`config.mk`:
```
export PLATFORM = sky130hd
export DESIGN_NAME = scrollRegs
export DESIGN_NICKNAME = d
export VERILOG_FILES = /design/src/rtl/tilemapPkg.sv /design/src/rtl/scrollRegs.sv
export SDC_FILE = /design/constraint.sdc
export NUM_CORES = 1
export LEC_CHECK = 0
export ABC_AREA = 1
export BUFFER_PORTS_ARGS = -buffer_cell sky130_fd_sc_hd__buf_2
export CORE_MARGIN = 2
export CORE_UTILIZATION = 52
export DETAILED_ROUTE_END_ITERATION = 6
export PLACE_DENSITY = 0.82
export SYNTH_ARGS = -nofsm -noshare
export SYNTH_HDL_FRONTEND = slang
export SYNTH_SLANG_ARGS = --single-unit
```
`constraint.sdc`:
```
create_clock -name CLK_6M -period 2.59 [get_ports CLK_6M]
set_clock_uncertainty 0.1 [all_clocks]
set_input_delay 0.1295 -clock CLK_6M [delete_from_list [all_inputs] [get_ports CLK_6M]]
set_output_delay 0.1295 -clock CLK_6M [all_outputs]
set_load 0.05 [all_outputs]
```
`src/rtl/tilemapPkg.sv`:
```
package tilemapPkg;

	////////////////////////////////////////////////////////////////////////////
	// sizes

	// two scrolling layers, A and B
	localparam int numLayers = 2;
	// cpu and tile ram data width
	localparam int dataW = 8;
	// scroll widths, 512 wide by 256 high map
	localparam int hScrollW = 9;
	localparam int vScrollW = 8;
	localparam int priW = 3;
	// layer, tile row 5, tile column 6, byte select
	localparam int ramAddrW = 13;
	localparam int tileCodeW = 10;
	// tile code 10, fine row 3, nibble 1
	localparam int romAddrW = 14;
	// register offset, bit 2 picks the layer
	localparam int regAddrW = 4;
	// raster counter, bit 0 is the layer slot
	localparam int hCountW = 10;

	////////////////////////////////////////////////////////////////////////////
	// bus and video types

	// apb request, driven by the cpu side
	typedef struct packed {
		logic psel;
		logic penable;
		logic pwrite;
		logic [ramAddrW-1:0] paddr;
		logic [dataW-1:0] pwdata;
	} apbReq_t;

	// apb response back to the cpu
	typedef struct packed {
		logic pready;
		logic pslverr;
		logic [dataW-1:0] prdata;
	} apbRsp_t;

	// per layer settings
	typedef struct packed {
		logic [hScrollW-1:0] hScroll;
		logic [vScrollW-1:0] vScroll;
		logic [priW-1:0] pri;
	} layerCfg_t;

	// video side tile ram read
	typedef struct packed {
		logic [ramAddrW-1:0] ramAddr;
		logic layer;
	} ramRead_t;

	// graphics rom fetch request
	typedef struct packed {
		logic valid;
		logic layer;
		logic [romAddrW-1:0] romAddr;
	} gfxReq_t;

endpackage

```
`src/rtl/scrollRegs.sv`:
```
module scrollRegs (
	input logic CLK_6M,
	input logic arstN,
	input tilemapPkg::apbReq_t regApb,
	output tilemapPkg::apbRsp_t regRsp,
	output tilemapPkg::layerCfg_t layerCfg [tilemapPkg::numLayers]
);

	////////////////////////////////////////////////////////////////////////////
	// offset decode

	logic [tilemapPkg::regAddrW-1:0] offset;
	logic regLayer;
	logic [1:0] field;
	logic access;
	logic hit;
	tilemapPkg::layerCfg_t selCfg;

	assign offset = regApb.paddr[tilemapPkg::regAddrW-1:0];
	// bit 2 picks layer, bits 1..0 the field
	assign regLayer = offset[2];
	assign field = offset[1:0];
	assign access = regApb.psel & regApb.penable;
	// offsets 3, 7 and 8 up are holes
	assign hit = ~offset[3] & (field != 2'd3);
	assign selCfg = layerCfg[regLayer];

	////////////////////////////////////////////////////////////////////////////
	// register writes

	always_ff @(posedge CLK_6M or negedge arstN) begin
		if (!arstN) begin
			for (int i = 0; i < tilemapPkg::numLayers; i++) begin
				layerCfg[i] <= '0;
			end
		end else if (access && regApb.pwrite && hit) begin
			case (field)
				// low 8 bits of h scroll
				2'd0: layerCfg[regLayer].hScroll[tilemapPkg::dataW-1:0] <= regApb.pwdata;
				// ninth h scroll bit plus priority
				2'd1: begin
					layerCfg[regLayer].hScroll[tilemapPkg::hScrollW-1] <= regApb.pwdata[0];
					layerCfg[regLayer].pri <= regApb.pwdata[tilemapPkg::priW:1];
				end
				// v scroll, whole byte
				default: layerCfg[regLayer].vScroll <= regApb.pwdata;
			endcase
		end
	end

	////////////////////////////////////////////////////////////////////////////
	// read back and response

	always_comb begin
		regRsp = '0;
		// no wait states
		regRsp.pready = access;
		regRsp.pslverr = access & ~hit;
		case (field)
			2'd0: regRsp.prdata = selCfg.hScroll[tilemapPkg::dataW-1:0];
			2'd1: begin
				regRsp.prdata[0] = selCfg.hScroll[tilemapPkg::hScrollW-1];
				regRsp.prdata[tilemapPkg::priW:1] = selCfg.pri;
			end
			2'd2: regRsp.prdata = selCfg.vScroll;
			// hole reads as zero
			default: regRsp.prdata = '0;
		endcase
		// upper offsets are holes too
		if (!hit) begin
			regRsp.prdata = '0;
		end
	end

endmodule

```
* Yosys cells after proc, flatten, opt, wreduce, memory -nomap -nowiden
Index checks and enable logic that the tools add are counted. Widths: inputs -> output; s select.
Storage, ports and cells: register bits 40, bits in latches 0, memory bits (writable) 0, bits in read-only memories 0, bits of input ports 26, memories kept 0
Operators by class: add/subtract/negate cells 0, multipliers 0, div/mod/pow operators 0, magnitude comparators 2, eq/ne operators 3, shifts and indexed selects 0, mux-type cells 19, bitwise operators 6, reductions and logical operators 4
Operators by type and width (count):
- $bwmux 40 | 4
- $demux 20 s1 | 4
- $mux 20 | 4
- $pmux 40 s2 | 1
- $mux 19 | 1
- $pmux 4 s3 | 1
- $mux 11 | 1
- $mux 8 | 1
- $pmux 4 s2 | 1
- $and 1x1->1 | 3
- $logic_and 1x1->1 | 3
- $mux 3 | 1
- $eq 2x1->1 const B | 1
- $eq 2x2->1 const B | 1
- $ge 2x2->1 const B | 1
- $logic_not 2->1 | 1
- $lt 2x1->1 const B | 1
- $ne 2x2->1 const B | 1
- $not 1->1 | 2
- $not 1->2 | 1

* Longest topological paths before layout
word-level depth 8, depth in mapped cells 9, depth with buffers taken out 7

* Worst setup path after synthesis
No wires, ideal clock.
path kind flip-flop to output port, from register (tool-made name), to output port regRsp[4] (netlist bit), data arrival time 1689 ps, data required time 2361 ps, path slack 671 ps, cell stages (with the launch flop) 5, cells stage by stage dfrtp_1 > inv_1 > nand2_1 > o211ai_1 > a21oi_1
RTL lines:
- end: declaration | line scrollRegs.sv:5 | output tilemapPkg::apbRsp_t regRsp,

==> impl_metrics.toml <==
[worst_setup_path]
cp_slowest_cell = "inv_1"
path_class = "input port to output pin"
startpoint = "regApb[10]"
crit_buf_inv = 4
critical_path_depth = 9
crit_end = "regRsp[2]"
setup.worst_path.end_class = "output pin"
crit_arrival_ps = 1500
cp-start-kind = "input port"
cp_cell_sequence = "buf_2, inv_1, nand2_1, nand2_1, nand2_1, nand3_1, nand2_1, inv_1, buf_2"
r2r_cells = 6
required_ps = 2360
crit_family = "buffers and inverters"
path_max_fanout = 23
crit_path_frequent_cell = "nand2_1"
crit_path_max_incr_delay_ps = 520
r2r_setup_slack_ps = 1540

[yosys]
netlist_top_cells_area = "dfrtp_1, nand2_1, inv_1"
synth_warnings = 0
synth_edf_count = 0
async_flop_share = 1.00
synth.avg_cell_area_um2 = 7.06
synth-seq-cells = 40
yosysTopAreaCellShare = 0.387
yosysMostFrequentCell = "nand2_1"
synth.distinct_cells = 27
synthTopCellsByCount = "nand2_1, dfrtp_1, inv_1"
synthFlopType = "dfrtp_1"
synth_top_area_cell = "dfrtp_1"
seq_area_frac_synth = 0.387
synth_cells = 366
syn_area_um2 = 2580
synth_fp_nets = 392

[die]
rows = 25
num_io_pins = 76
die_h_um = 74.5
die-area_um2 = 5550
dieWidth_um = 74.5
core_area_um2 = 4750
start_util = 0.543

[run_status]
status = "completed"

[final_layout]
area_growth_pct = 15.0
n_antenna_cell = 0
layout-drive-gt1-share = 0.257
nets = 449

[clock_tree]
clk_pin_slew_ps = 70
cts_tree = "built"
cts_num_sinks = 40
clock_latency_ps = 280
cts_buffers = 5
clockBufferDepth = 2
cts.htree.levels = 2
root_buffer = "clkbuf_8"
post_cts_buffers = 0

[routing]
vias_per_cell = 4.95
wl_per_cell_um = 12.2
vias = 2431
drc = 0
final_antenna_net_count = 0
drt-pass1-iter-count = 5
drtIter0Drc = 180
drt_wl_total_um = 5980

[global_route]
grt_pass1_wl_um = 9530
grt_max_degree = 62
grt-ovfl-total = 0
grt_pass1_vias = 2056
track_usage = 0.223
antenna_found_initial = 0

[timing]
drv_slew = 0
hold_viol = 0
worst_pin_slew_ps = 887
fin_crit_ps = 1730
rsz0062_at_grt = "false"
final-setup-viol-count = 0
max_slew_margin = 0.408
holdWs_ps = 34.9
setup_tns_ps = 0
fmax_mhz = 577
finalCritPeriodShare = 0.670

[worst_hold_path]
min_path_type = "input port to register"
min_from = "regApb[3]"

[power_and_ir_drop]
vdd_drop_max_v = 0.000244
powerDensity_nw_per_um2 = 599
p_leak_nw = 1.74

[placed_design]
gp_congestion = 0.925
io_buffer_count = 66
dpl.hpwl_um = 4300

[flow_run]
cap_violations = 0
## through the flow
| step | utilization | setup slack (ps) | power [mW] | area (um2) | instances |
|---|---|---|---|---|---|
| after global routing | 0.625 | 719 | 1.86 | 2970 | 491 |
| final | 0.625 | 856 | 1.78 | 2970 | 491 |
| after floorplan | - | 671 | 1.22 | 2580 | 366 |
| after CTS | 0.625 | 881 | 1.79 | 2970 | 491 |
| after global placement | 0.604 | 911 | 1.36 | 2870 | 482 |
| after detailed placement | 0.604 | 881 | 1.37 | 2870 | 482 |
## cell type report
| type | count | area (um2) |
|---|---|---|
| multi-input combinational | 266 | 1290 |
| timing repair buffer | 69 | 355 |
| sequential | 40 | 1000 |
| inverter | 41 | 154 |
| fill | 467 | 1780 |
| tap | 67 | 83.8 |
| clock buffer | 8 | 90.1 |
## report_power, final
group	switching [mW]	total [mW]	internal (mW)	leakage, nW
logic	0.460	0.602	0.142	1.16
registers	0.0621	0.756	0.694	0.539
clock network	0.204	0.421	0.217	0.0455
## timing repair
action,4_1_cts,5_1_grt
resized for setup,0,0
hold buffers,1,0
hold endpoints to repair,40,0
## worst min-delay path, stage by stage
cell and delay, ps:
buf_2 120, nand4_1 80, nand2_1 50
## metal layers
| layer | track usage | routed length, um | vias up |
|---|---|---|---|
| met5 | 0 | 0 | - |
| li1 | - | - | 1250 |
| met4 | 0.0714 | 71 | 0 |
| met1 | 0.309 | 2750 | 1125 |
| met3 | 0.0312 | 250 | 6 |
| met2 | 0.361 | 2910 | 50 |
## placed cells by master, fill, tap and decap left out, types with 2 or more instances in the layout
cell type and instances:
inv_1 40, buf_4 2, a21oi_1 10, nand2_2 12
o21ai_0 10, o21ai_1 6, dfrtp_1 40, nand2_4 3
nand2_1 179, o211ai_1 7, nor2_4 2, clkbuf_8 6
nand4_1 7, clkbuf_1 2, nand3_1 11, buf_2 66
o21ai_2 10, nor2_1 2, nand3_4 2
## worst min path at each step
stage,cells past startpoint,endpoint,slack (ps)
floorplan,0,async pin,-270
global placement,1,async pin,200
detailed placement,1,async pin,200
CTS,3,register,30
global route,3,register,50
finish,3,register,30
## cells by family after synthesis
kind of cell    share of synthesized area
compound gates                      0.105
buf+inv                             0.114
flops                               0.387
simple gates                        0.394
Power figures use the tool's default switching activity.
