File: config.mk
export PLATFORM = sky130hd
export DESIGN_NAME = tileFetcher
export DESIGN_NICKNAME = d
export VERILOG_FILES = /design/src/rtl/tilemapPkg.sv /design/src/rtl/tileFetcher.sv
export SDC_FILE = /design/constraint.sdc
export NUM_CORES = 1
export LEC_CHECK = 0
export BUFFER_PORTS_ARGS = -buffer_cell sky130_fd_sc_hd__buf_4
export CAP_MARGIN = 20
export CORE_ASPECT_RATIO = 0.8
export CORE_UTILIZATION = 55
export DETAILED_ROUTE_END_ITERATION = 10
export PLACE_DENSITY = 0.85
export SLEW_MARGIN = 20
export SYNTH_ARGS = -nofsm -noshare
export SYNTH_HDL_FRONTEND = slang
export SYNTH_SLANG_ARGS = --single-unit
File: constraint.sdc
create_clock -name CLK_6M -period 3.19 [get_ports CLK_6M]
set_input_delay 0.1595 -clock CLK_6M [delete_from_list [all_inputs] [get_ports CLK_6M]]
set_output_delay 0.1595 -clock CLK_6M [all_outputs]
set_load 0.03 [all_outputs]
File: src/rtl/tilemapPkg.sv
package tilemapPkg;

	////////////////////////////////////////////////////////////////////////////
	// sizes

	// two scrolling layers, A and B
	localparam int numLayers = 2;
	// cpu and tile ram data width
	localparam int dataW = 8;
	// scroll widths, 512 wide by 256 high map
	localparam int hScrollW = 9;
	localparam int vScrollW = 8;
	localparam int priW = 3;
	// layer, tile row 5, tile column 6, byte select
	localparam int ramAddrW = 13;
	localparam int tileCodeW = 10;
	// tile code 10, fine row 3, nibble 1
	localparam int romAddrW = 14;
	// register offset, bit 2 picks the layer
	localparam int regAddrW = 4;
	// raster counter, bit 0 is the layer slot
	localparam int hCountW = 10;

	////////////////////////////////////////////////////////////////////////////
	// bus and video types

	// apb request, driven by the cpu side
	typedef struct packed {
		logic psel;
		logic penable;
		logic pwrite;
		logic [ramAddrW-1:0] paddr;
		logic [dataW-1:0] pwdata;
	} apbReq_t;

	// apb response back to the cpu
	typedef struct packed {
		logic pready;
		logic pslverr;
		logic [dataW-1:0] prdata;
	} apbRsp_t;

	// per layer settings
	typedef struct packed {
		logic [hScrollW-1:0] hScroll;
		logic [vScrollW-1:0] vScroll;
		logic [priW-1:0] pri;
	} layerCfg_t;

	// video side tile ram read
	typedef struct packed {
		logic [ramAddrW-1:0] ramAddr;
		logic layer;
	} ramRead_t;

	// graphics rom fetch request
	typedef struct packed {
		logic valid;
		logic layer;
		logic [romAddrW-1:0] romAddr;
	} gfxReq_t;

endpackage

File: src/rtl/tileFetcher.sv
module tileFetcher (
	input logic CLK_6M,
	input logic arstN,
	input logic hSyncN,
	input logic vSyncN,
	input tilemapPkg::layerCfg_t layerCfg [tilemapPkg::numLayers],
	output tilemapPkg::ramRead_t ramRead,
	input logic [tilemapPkg::dataW-1:0] ramData,
	output tilemapPkg::gfxReq_t gfxReq,
	output logic haCommit,
	output logic hbCommit
);

	////////////////////////////////////////////////////////////////////////////
	// sync edges and screen counters

	logic hSyncPrev;
	logic vSyncPrev;
	logic hFall;
	logic vFall;
	logic [tilemapPkg::hCountW-1:0] hCount;
	logic [tilemapPkg::vScrollW-1:0] vCount;

	assign hFall = ~hSyncN & hSyncPrev;
	assign vFall = ~vSyncN & vSyncPrev;

	always_ff @(posedge CLK_6M or negedge arstN) begin
		if (!arstN) begin
			// syncs idle high
			hSyncPrev <= 1'b1;
			vSyncPrev <= 1'b1;
			hCount <= '0;
			vCount <= '0;
		end else begin
			hSyncPrev <= hSyncN;
			vSyncPrev <= vSyncN;
			// new line
			hCount <= hFall ? '0 : hCount + 1'b1;
			// new frame wins over new line
			if (vFall) begin
				vCount <= '0;
			end else if (hFall) begin
				vCount <= vCount + 1'b1;
			end
		end
	end

	////////////////////////////////////////////////////////////////////////////
	// per slot scroll and tile ram address

	logic slotLayer;
	tilemapPkg::layerCfg_t cfg;
	logic [tilemapPkg::hScrollW-1:0] xPos;
	logic [tilemapPkg::vScrollW-1:0] yPos;

	// even clocks layer 0, odd clocks layer 1
	assign slotLayer = hCount[0];
	assign cfg = layerCfg[slotLayer];
	// each layer moves one pixel every two clocks
	assign xPos = hCount[tilemapPkg::hCountW-1:1] + cfg.hScroll;
	assign yPos = vCount + cfg.vScroll;

	// layer, tile row, tile column, byte select
	assign ramRead.ramAddr = {slotLayer, yPos[7:3], xPos[8:3], xPos[2]};
	assign ramRead.layer = slotLayer;

	////////////////////////////////////////////////////////////////////////////
	// stage 1, meets the returning ram byte

	logic s1Valid;
	logic s1Layer;
	logic [2:0] s1FineRow;
	logic s1Nibble;
	logic s1ByteSel;
	logic [tilemapPkg::dataW-1:0] codeLow [tilemapPkg::numLayers];
	logic [tilemapPkg::tileCodeW-1:0] codeCommit [tilemapPkg::numLayers];
	logic [tilemapPkg::tileCodeW-1:0] nextCode;

	// high byte completes the code, otherwise keep the last committed one
	assign nextCode = s1ByteSel ?
		{ramData[tilemapPkg::tileCodeW-tilemapPkg::dataW-1:0], codeLow[s1Layer]} :
		codeCommit[s1Layer];

	always_ff @(posedge CLK_6M or negedge arstN) begin
		if (!arstN) begin
			s1Valid <= 1'b0;
			s1Layer <= 1'b0;
			s1FineRow <= '0;
			s1Nibble <= 1'b0;
			s1ByteSel <= 1'b0;
			haCommit <= 1'b0;
			hbCommit <= 1'b0;
		end else begin
			// pipeline full after the first clock
			s1Valid <= 1'b1;
			s1Layer <= slotLayer;
			s1FineRow <= yPos[2:0];
			s1Nibble <= xPos[1];
			s1ByteSel <= xPos[2];
			// pixel commit per layer at x phase 2
			haCommit <= ~slotLayer & (xPos[2:0] == 3'd2);
			hbCommit <= slotLayer & (xPos[2:0] == 3'd2);
		end
	end

	////////////////////////////////////////////////////////////////////////////
	// code assembly and rom request

	always_ff @(posedge CLK_6M or negedge arstN) begin
		if (!arstN) begin
			for (int i = 0; i < tilemapPkg::numLayers; i++) begin
				codeLow[i] <= '0;
				codeCommit[i] <= '0;
			end
			gfxReq <= '0;
		end else begin
			if (s1ByteSel) begin
				codeCommit[s1Layer] <= nextCode;
			end else begin
				codeLow[s1Layer] <= ramData;
			end
			// code, fine row, nibble
			gfxReq.valid <= s1Valid;
			gfxReq.layer <= s1Layer;
			gfxReq.romAddr <= {nextCode, s1FineRow, s1Nibble};
		end
	end

endmodule

== Word level (Yosys, flattened, before mapping) ==
Cells that the tools add are included.

* Bits in registers: 81
* Bits of input ports: 52
* Logic and storage cells: 56

* $add $sub $neg: 4
* $lt $le $gt $ge: 3
* Equal/unequal tests: 1
* Muxes and demuxes: 19
* Bitwise gates (word level): 9
* Reductions and logical operators: 2

{| class="wikitable"
|+ Operator list
! operator !! count
|-
| 10-bit two-way mux || 6
|-
| 20-bit two-way mux || 3
|-
| 8-bit two-way mux || 6
|-
| 20-bit bitwise mux || 1
|-
| 16-bit bitwise mux || 1
|-
| 10-bit by 1-bit adder with 10-bit output (second input constant) || 1
|-
| 10-bit demux with 1-bit select || 1
|-
| 9-bit adder || 1
|-
| 8-bit by 1-bit adder with 8-bit output (second input constant) || 1
|-
| 8-bit adder || 1
|-
| 8-bit demux with 1-bit select || 1
|-
| 1-bit bitwise AND || 4
|-
| 2-bit >= comparator (second input constant) || 2
|-
| 1-bit NOT with 2-bit output || 2
|-
| 3-bit by 2-bit equality test with 1-bit output (second input constant) || 1
|-
| 1-bit NOT || 3
|-
| 2-bit by 1-bit less-than comparator with 1-bit output (second input constant) || 1
|-
| 2-bit nonzero test || 1
|-
| 1-bit logical AND || 1
|}

== Longest topological paths before layout ==
Gate-level depths: netlist of the first run.

* Depth after elaboration: 7
* Gate-level depth with buffers: 11
* Mapped depth without buffers: 8

== Worst setup path before layout of the first run ==
No wires, ideal clock.

* Path kind: flip-flop to output port
* Start point: register hCount[0] in the netlist's numbering
* End point: output port ramRead[11] in the netlist's numbering
* Arrival time: 2.726 ns
* Path slack: 0.304 ns
* Cell stages (with the launch flop): 12
* Buffers on the path: 3
* Cell sequence: dfrtp_1 -> buf_2 -> buf_2 -> mux2_2 -> ha_1 -> inv_1 -> fa_1 -> nor2b_4 -> o31a_1 -> or4b_1 -> nand3_1 -> buf_4

* Word-level cells in the longest chain between the ends: 5

{| class="wikitable"
|+ RTL lines
! element !! line !! RTL
|-
| start, declared || tileFetcher.sv:21 || <nowiki>logic [tilemapPkg::hCountW-1:0] hCount;</nowiki>
|-
| start signal, assigned || tileFetcher.sv:38 || <nowiki>hCount <= hFall ? '0 : hCount + 1'b1;</nowiki>
|-
| 1-bit NOT with 2-bit output (implied by the code) || tileFetcher.sv:58 || <nowiki>assign cfg = layerCfg[slotLayer];</nowiki>
|-
| 20-bit two-way mux (implied by the code) (3 in a row) || tileFetcher.sv:58 ||
|-
| 8-bit adder || tileFetcher.sv:61 || <nowiki>assign yPos = vCount + cfg.vScroll;</nowiki>
|-
| end, declared || tileFetcher.sv:7 || <nowiki>output tilemapPkg::ramRead_t ramRead,</nowiki>
|}

Every way passes these cells. The select of a mux whose other input is x is not followed.

==> results.md, run 1 <==
* Initial drt markers at 132
* Die area at 7720 µm²
* Crit path largest cell delay at 580 ps
* Final Cycle Share at 94.2%
* Fmax at roughly 0.33 GHz
* Hold_ws at 42.3 ps
* CP required at 3030 ps
* Final Wtd Congestion at ~0.84
* Reg area at 2030 µm²
* Yosys warnings at 0
* Number of flops mapped to enable cells by yosys at 0
* P&R area growth vs syn at 20.0%
* Share of layout cells above drive strength 1 at 41.3%
* Core area at between 6000 and 7000 µm²
* Fraction of registers with async set/reset at 100%
* PD cells at 794 nW/µm²
* Arr. time, crit path at 2850 ps
* Clk sink count at just over 80
* R2R Setup Slk at 1000 ps
* Met3 wire len at 317 µm
* Met1 WL at ~3.3 mm
* Dpl ws at 255 ps
* H-tree level count at 3
* Most numerous cell in the Yosys netlist: dfrtp_1
* Worst VDD drop at 0.434 mV
* Setup ws final at 185 ps
* Cell taking the most area after synthesis: dfrtp_1
* Via count at 2,655
* CP max FO at 13
* Chip width at 98.0 µm
* Internal at 2.50 mW
* Final WL at between 7 and 8 mm
* Critical R2R Capture: hbCommit
* Rows at 27
* Highest metal used: met4
* Top Ports at between 80 and 90
* Sequential-to-total area share from yosys stat at 50.0%
* Antenna viol nets, final at 0
* Clock-pin transition on the worst setup and hold timing paths at about 90 ps
* Most common library cells after synthesis: dfrtp_1 (79), mux2_2 (49), nor2_1 (23)
* Max_slew headroom at 53.3%
* Share of Yosys cell area claimed by the top area cell type at roughly half
* Hold crit path type: in -> reg
* Area fraction in compound gates after synthesis at 4.19%
* Synthesis-stage register bit count at 81
* Vias in the first global route at 2,788
* Sw frac at between 30% and 40%
* LEAKAGE at 2.25 nW
* Hold Startpoint: ramData[2]
* TritonCTS clock tree: yes
* Mux cell area share after synthesis at 19.8%
* Comb power frac at 39.0%
* Hold path depth at 2
* Final Hold Vio Count at 0
* Flop pwr share at 43.2%
* Placed cell count at 468
* Clk pwr share at between 10% and 20%
* Wire length per cell after detailed routing at approximately 15 µm
* CP Class: reg -> out
* Vias per inst at 5.45
* Max-slew violations at 0
* Setup Viol. Count Final at 0
* First-pass GRT wire length at 12.9 mm
* Ys flop type: dfrtp_1
* Largest cells by area after synthesis: dfrtp_1 (49%), mux2_2 (14%), ha_1 (5.2%)
* Initial Util at 58.0%
* Skew-Pair Late Insertion Delay at around 350 ps
* Synth Area in Simple Gates at 9.01%
* Critical path origin: hCount[0]
* Main combinational cell family by area after synthesis: multiplexers
* Avg Cell Area, Syn at 12.6 µm²
* Final core utilization at 69.6%
* Synth cell types at 44
* Status: complete, but fails checks
* Reg2Reg Depth at 5
* Minimum clock period at 3000 ps
* N_diodes at 0
* Startpoint types: flop
* CTS Root Buffer Type: clkbuf_8
* Number of buffers added on ports at 77
* Clock Path Buffers at 2
* Final setup TNS at 0 ps
* Reported max-cap violation count at 0
* Global-route total usage across every layer at 21.6%
* GR Overflow Total at 0
* Clk_skew at 11.4 ps
* Drt pass-1 iters at 7
* RR Startpoint: hCount[0]
* Violations in the final reports: DRC
* DR WL met2 at 3.80 mm
* CP endpoint kind: primary output
* Min-Delay Endpoint: codeLow[10]
* Mapped Nets at 394
* CTS buffer count at 9
* Crit-path cells: mux2_2 > ha_1 > inv_1 > fa_1 > nand2b_1 > o2bb2ai_1 > o31ai_2 > xnor2_1 > buf_4
* # fillers at 533
* Antenna violations before repair at 0
* Residual DRC count at 9
* Die height at roughly 79 µm
* Final std cells w/o fill at 487
* Largest net degree at the start of global routing at 82
* Xor/xnor share of the synthesized area at 5.83%
* CP max stage cell: dfrtp_4
* Net switching power at 1.37 mW
* Worst Tran Pin Value at 701 ps
* HPWL after DPL at 5.42 mm
* Synth Instances at ~320
* Multi-input gate area at 1840 µm²
* Nets at 466
* Synthesized area at 4060 µm²
* Synth Area in Adders at 6.23%
==> placed cells by master, fill, tap and decap left out, types with 2 or more instances in the layout <==
master	netlist	routed
o21a_1	2	2
mux2_2	49	49
dlygate4sd3_1	0	3
nand4_1	6	6
clkinvlp_4	0	2
clkinv_4	0	2
nor4b_1	2	2
mux4_2	8	8
a21o_1	2	2
dfstp_2	2	2
dfrtp_1	79	78
ha_1	17	17
nor2b_1	8	8
inv_6	0	2
nand2_1	9	9
mux2i_1	7	6
a21oi_1	9	9
nor2_1	23	23
xnor2_1	16	16
and3_1	3	3
nor3_1	2	2
o21ai_0	6	6
fa_1	2	2
clkbuf_8	0	10
nand3_1	7	7
nor4_1	2	2
inv_1	10	10
xor2_1	11	11
buf_4	15	82
==> worst max path at each step <==
stage	end	cells past startpoint
after floorplan	ramRead[11]	11
after global placement	ramRead[11]	8
after detailed placement	ramRead[6]	9
after CTS	ramRead[6]	9
after global routing	ramRead[7]	9
final	ramRead[7]	9
==> layout make-up <==
cell class	count	area share, %
flip-flops and latches	81	41.8
multi-input cells	207	37.9
repair buffers	86	13.5
clock buffers	10	2.83
well taps	87	2.24
clock inverters	6	1.03
inverters	10	0.771
==> routing by layer <==
layer  track usage [%]  up-vias
li1                  -     1266
met1              27.8     1312
met2              36.3       66
met3              5.19       11
met4              6.97        0
met5                 0        -
==> state kept, by name, indices dropped and copies added (netlist names), 3 cells and up <==
name	cells
codeCommit	20
codeLow	16
gfxReq	16
hCount	10
vCount	8
s1FineRow	3
==> critical path: cells and delay by family, from the launching register on <==
kind	cells	cell delay, ps
flops	1	580
xor+xnor	1	150
simple gates	1	160
mux	1	260
compound gates	2	510
buf+inv	2	250
fa+ha+maj	2	580
==> power groups by stage <==
stage	combinational, mW	sequential, mW	clock (mW)
after floorplan	0.978	1.78	0
after global placement	1.45	1.66	0
after detailed placement	1.50	1.70	0
after CTS	1.51	1.67	0.711
after global routing	1.62	1.73	0.756
final	1.51	1.67	0.688
==> logic make-up after synthesis <==
| kind of cell | count (synthesis) |
|---|---|
| muxes | 64 |
| other | 1 |
| xor gates and xnor gates | 27 |
| AOI/OAI and AO/OA | 27 |
| buffers and inverters | 35 |
| adders and majority gates | 19 |
| DFF | 81 |
| and+or+nand+nor | 69 |
==> metrics by stage <==
stage	power (mW)	cell area, µm²
3_5_place_dp	3.20	4630
3_3_place_gp	3.12	4630
2_1_floorplan	2.76	4060
4_1_cts	3.90	4850
5_1_grt	4.10	4870
6_report	3.86	4870
==> timing repair <==
action / in CTS / in global routing
endpoints found under the hold margin: 47 / 0
resized for setup: 1 / 4
setup buffers: 0 / 0
hold buffers: 3 / 0
pin swaps: 0 / 0
setup endpoints to repair: 4 / 3
Power figures use the tool's default switching activity.
==> run 2, diff against run 1 <==
ABC_AREA = 1   (was not set)
ABC_CLOCK_PERIOD_IN_PS = 3300   (was not set)
clock period = 3.3 ns   (was 3.19 ns; I/O delays follow)
==> run 2 against run 1 <==
The flow finishes with violations (hold timing). Global-route usage is 2.0 points higher. Setup slack better by 470 ps. Combinational power is 11% lower. Synthesized area is 1.4% higher.
==> results.md, run 2 <==
* Mapped Nets at 580 (was 394)
* Minimum clock period at about 2600 ps
* CP Class: reg -> out (unchanged)
* HPWL after DPL at 5.94 mm (was 5.42 mm)
* Post-CTS Resized at 0 (was 1)
* LEAKAGE at 2.66 nW (was 2.25 nW)
* Share of layout cells above drive strength 1 at 17.6% (was 41.3%)
* Antenna violations before repair at 0 (unchanged)
* Clock-pin transition on the worst setup and hold timing paths at 70 ps (was 90 ps)
* Die height at 79.3 µm (was 78.8 µm)
* Fraction of registers with async set/reset at 100% (unchanged)
* Yosys warnings at 0 (unchanged)
* Top Ports at 84 (unchanged)
* Max-slew violations at 0 (unchanged)
* Sequential-to-total area share from yosys stat at 49.3% (was 50.0%)
* Die area at 7830 µm² (was 7720 µm²)
* Synth Area in Simple Gates at 23.9% (was 9.01%)
* Largest net degree at the start of global routing at 82 (unchanged)
* Chip width at 98.7 µm (was 98.0 µm)
* Share of Yosys cell area claimed by the top area cell type at 48.1% (was 48.7%)
* Most common library cells after synthesis: nand2_1 (180), dfrtp_1 (79), inv_1 (67) (was dfrtp_1 (79), mux2_2 (49), nor2_1 (23))
* Xor/xnor share of the synthesized area at 1.49% (was 5.83%)
* PD cells at 713 nW/µm² (was 794 nW/µm²)
* Status: complete, but fails checks (unchanged)
* Highest metal used: met4 (unchanged)
* Commonest non-fill, non-tap cell in the layout: nand2_1 (was buf_4)
* Rows at 27 (unchanged)
* Synth Area in Adders at 6.15% (was 6.23%)
* Vias per inst at 5.15 (was 5.45)
* RSZ-0062 raised after global routing: false
* Worst VDD drop at 0.355 mV (was 0.434 mV)
* Fmax at approximately 0.38 GHz
* Startpoint types: flop (unchanged)
* Final std cells w/o fill at 667 (was 487)
* Setup repair bufs after CTS at 0 (unchanged)
* R2R Setup Slk at 1330 ps (was 1000 ps)
* Ys flop type: dfrtp_1 (unchanged)
* Violations in the final reports: hold timing (was DRC)
* Vias in the first global route at 3,300 (was 2,788)
* Global-route total usage across every layer at 23.6% (was 21.6%)
* Core area at 7060 µm² (was 6990 µm²)
* Met1 WL at 3.79 mm (was 3.28 mm)
* CP required at 3130 ps (was 3030 ps)
* Largest cells by area after synthesis: dfrtp_1 (48%), nand2_1 (16%), inv_1 (6.1%) (was dfrtp_1 (49%), mux2_2 (14%), ha_1 (5.2%))
* CTS buffer count at 9 (unchanged)
* Largest regs: codeCommit (20), codeLow (16), gfxReq (16) (unchanged)
* Critical path origin: hCount[0] (unchanged)
* Cell taking the most area after synthesis: dfrtp_1 (unchanged)
* Critical path's most frequent cell: nand2_1
* Setup Viol. Count Final at 0 (unchanged)
* Most flop-heavy register: codeCommit (unchanged)
* Final Wtd Congestion at 0.836 (was 0.837)
* Most frequent cells in the layout: nand2_1 (180), dfrtp_1 (79), buf_4 (78) (was buf_4 (82), dfrtp_1 (78), mux2_2 (49))
* N_diodes at 0 (unchanged)
* RR Startpoint: hCount[0] (unchanged)
* Met3 wire len at 283 µm (was 317 µm)
* Reported max-cap violation count at 0 (unchanged)
* Clock Path Buffers at 2 (unchanged)
* Avg Cell Area, Syn at 8.08 µm² (was 12.6 µm²)
* P&R area growth vs syn at 17.1% (was 20.0%)
* Most numerous cell in the Yosys netlist: nand2_1 (was dfrtp_1)
* Reg2Reg Depth at 7 (was 5)
* Skew-Pair Late Insertion Delay at 340 ps (was 350 ps)
* Clk_skew at 7.96 ps (was 11.4 ps)
* CTS Root Buffer Type: clkbuf_8 (unchanged)
* Residual DRC count at 0 (was 9)
* GR Overflow Total at 0 (unchanged)
* Critical R2R Capture: haCommit (was hbCommit)
* Synth cell types at 30 (was 44)
* Main combinational cell family by area after synthesis: simple AND/OR/NAND/NOR gates (was multiplexers)
* Final WL at 8.22 mm (was 7.48 mm)
* Crit path largest cell delay at 470 ps (was 580 ps)
* Synthesis-stage register bit count at 81 (unchanged)
* Synthesized area at 4110 µm² (was 4060 µm²)
* Number of flops mapped to enable cells by yosys at 0 (unchanged)
* Initial drt markers at 168 (was 132)
* CP max FO at 18 (was 13)
* Hold_ws at -39.7 ps (was 42.3 ps)
* Placed cell count at 651 (was 468)
* Final Cycle Share at around four fifths
* Mux cell area share after synthesis at 0.274% (was 19.8%)
* Final Hold Vio Count at 13 (was 0)
* First-pass GRT wire length at 14.6 mm (was 12.9 mm)
* Synth Instances at 509 (was 323)
* Clk sink count at 81 (unchanged)
* Arr. time, crit path at 2480 ps (was 2850 ps)
* Hold crit path type: in -> async (was in -> reg)
* Nets at 648 (was 466)
* Number of buffers added on ports at 77 (unchanged)
* Drt pass-1 iters at 4 (was 7)
* DR WL met2 at 4.00 mm (was 3.80 mm)
* Max_slew headroom at 33.4% (was 53.3%)
* Via count at 3,434 (was 2,655)
* Critical Path End: ramRead[7] (unchanged)
* Wire length per cell after detailed routing at 12.3 µm (was 15.4 µm)
* TritonCTS clock tree: yes (unchanged)
* CP endpoint kind: primary output (unchanged)
* Final setup TNS at 0 ps (unchanged)
* Area fraction in compound gates after synthesis at 8.52% (was 4.19%)
* Cts hold-fix bufs at 2 (was 3)
* CP max stage cell: fa_1 (was dfrtp_4)
* Initial Util at 58.2% (was 58.0%)
* Max reg flops at 20 (unchanged)
* H-tree level count at 3 (unchanged)
* Worst Tran Pin Value at 997 ps (was 701 ps)
* Crit-path cells: inv_2 > or2_2 > o21ai_0 > fa_1 > nand3b_1 > nand2_1 > nand2_1 > nand2_1 > nand2_1 > nand2_1 > buf_4 (was mux2_2 > ha_1 > inv_1 > fa_1 > nand2b_1 > o2bb2ai_1 > o31ai_2 > xnor2_1 > buf_4)
* Antenna viol nets, final at 0 (unchanged)
* Final core utilization at 68.2% (was 69.6%)
-- run 2: cell count changes in the layout (fill, tap and decap cells not counted), moves of 11 or more --
cell	previous run	this run
a21oi_1	9	22
nand3_1	7	18
mux2_2	49	1
inv_1	10	67
o21ai_0	6	28
xnor2_1	16	1
nor2_1	23	34
nand2_1	9	180
-- run 2: how the worst min path moves through the flow --
stage	start	to	depth (start not counted)
global route	arstN	codeCommit[7]	1
global placement	hSyncN	hSyncPrev	1
detailed placement	hSyncN	hSyncPrev	1
CTS	arstN	codeCommit[7]	1
finish	arstN	codeCommit[7]	1
floorplan	arstN	codeCommit[0]	0
-- run 2: power breakdown --
part	switching, mW	internal, mW
clock network	0.326	0.261
registers	0.167	1.34
logic	0.855	0.480
total	1.35	2.09
-- run 2: critical path: cells and delay by family, from the launching register on --
kind | cells | cell delay (ps)
adder cells (fa/ha/maj) | 1 | 470
AND/OR/NAND/NOR | 7 | 710
AO/OA/AOI/OAI | 1 | 170
buffers and inverters | 2 | 400
flip-flops | 1 | 390
-- run 2: final cells by class --
cell class,count,area [µm²]
Fill cell,564,2240
Sequential cell,81,2030
Multi-Input combinational cell,336,1660
Timing Repair Buffer,80,606
Inverter,69,259
Clock buffer,10,128
Tap cell,87,109
Clock inverter,4,22.5
-- run 2: metal layers --
layer	GRT usage, %	up-vias
met5	0	-
met3	5.11	17
met2	39.4	78
met4	7.31	0
li1	-	1719
met1	31.2	1620
-- run 2: kinds of logic after synthesis --
family	Yosys count
XOR/XNOR	7
multiplexers	1
flip-flops	81
adder cells (fa/ha/maj)	19
other	1
buffers and inverters	92
AO/OA/AOI/OAI	62
AND/OR/NAND/NOR	246
-- run 2: through the flow --
stage	power, mW	instance area, µm²	setup WS (ps)
2_1_floorplan	2.47	4110	1050
3_3_place_gp	2.78	4650	1010
3_5_place_dp	2.86	4650	970
4_1_cts	3.45	4820	603
5_1_grt	3.69	4820	412
6_report	3.43	4820	657
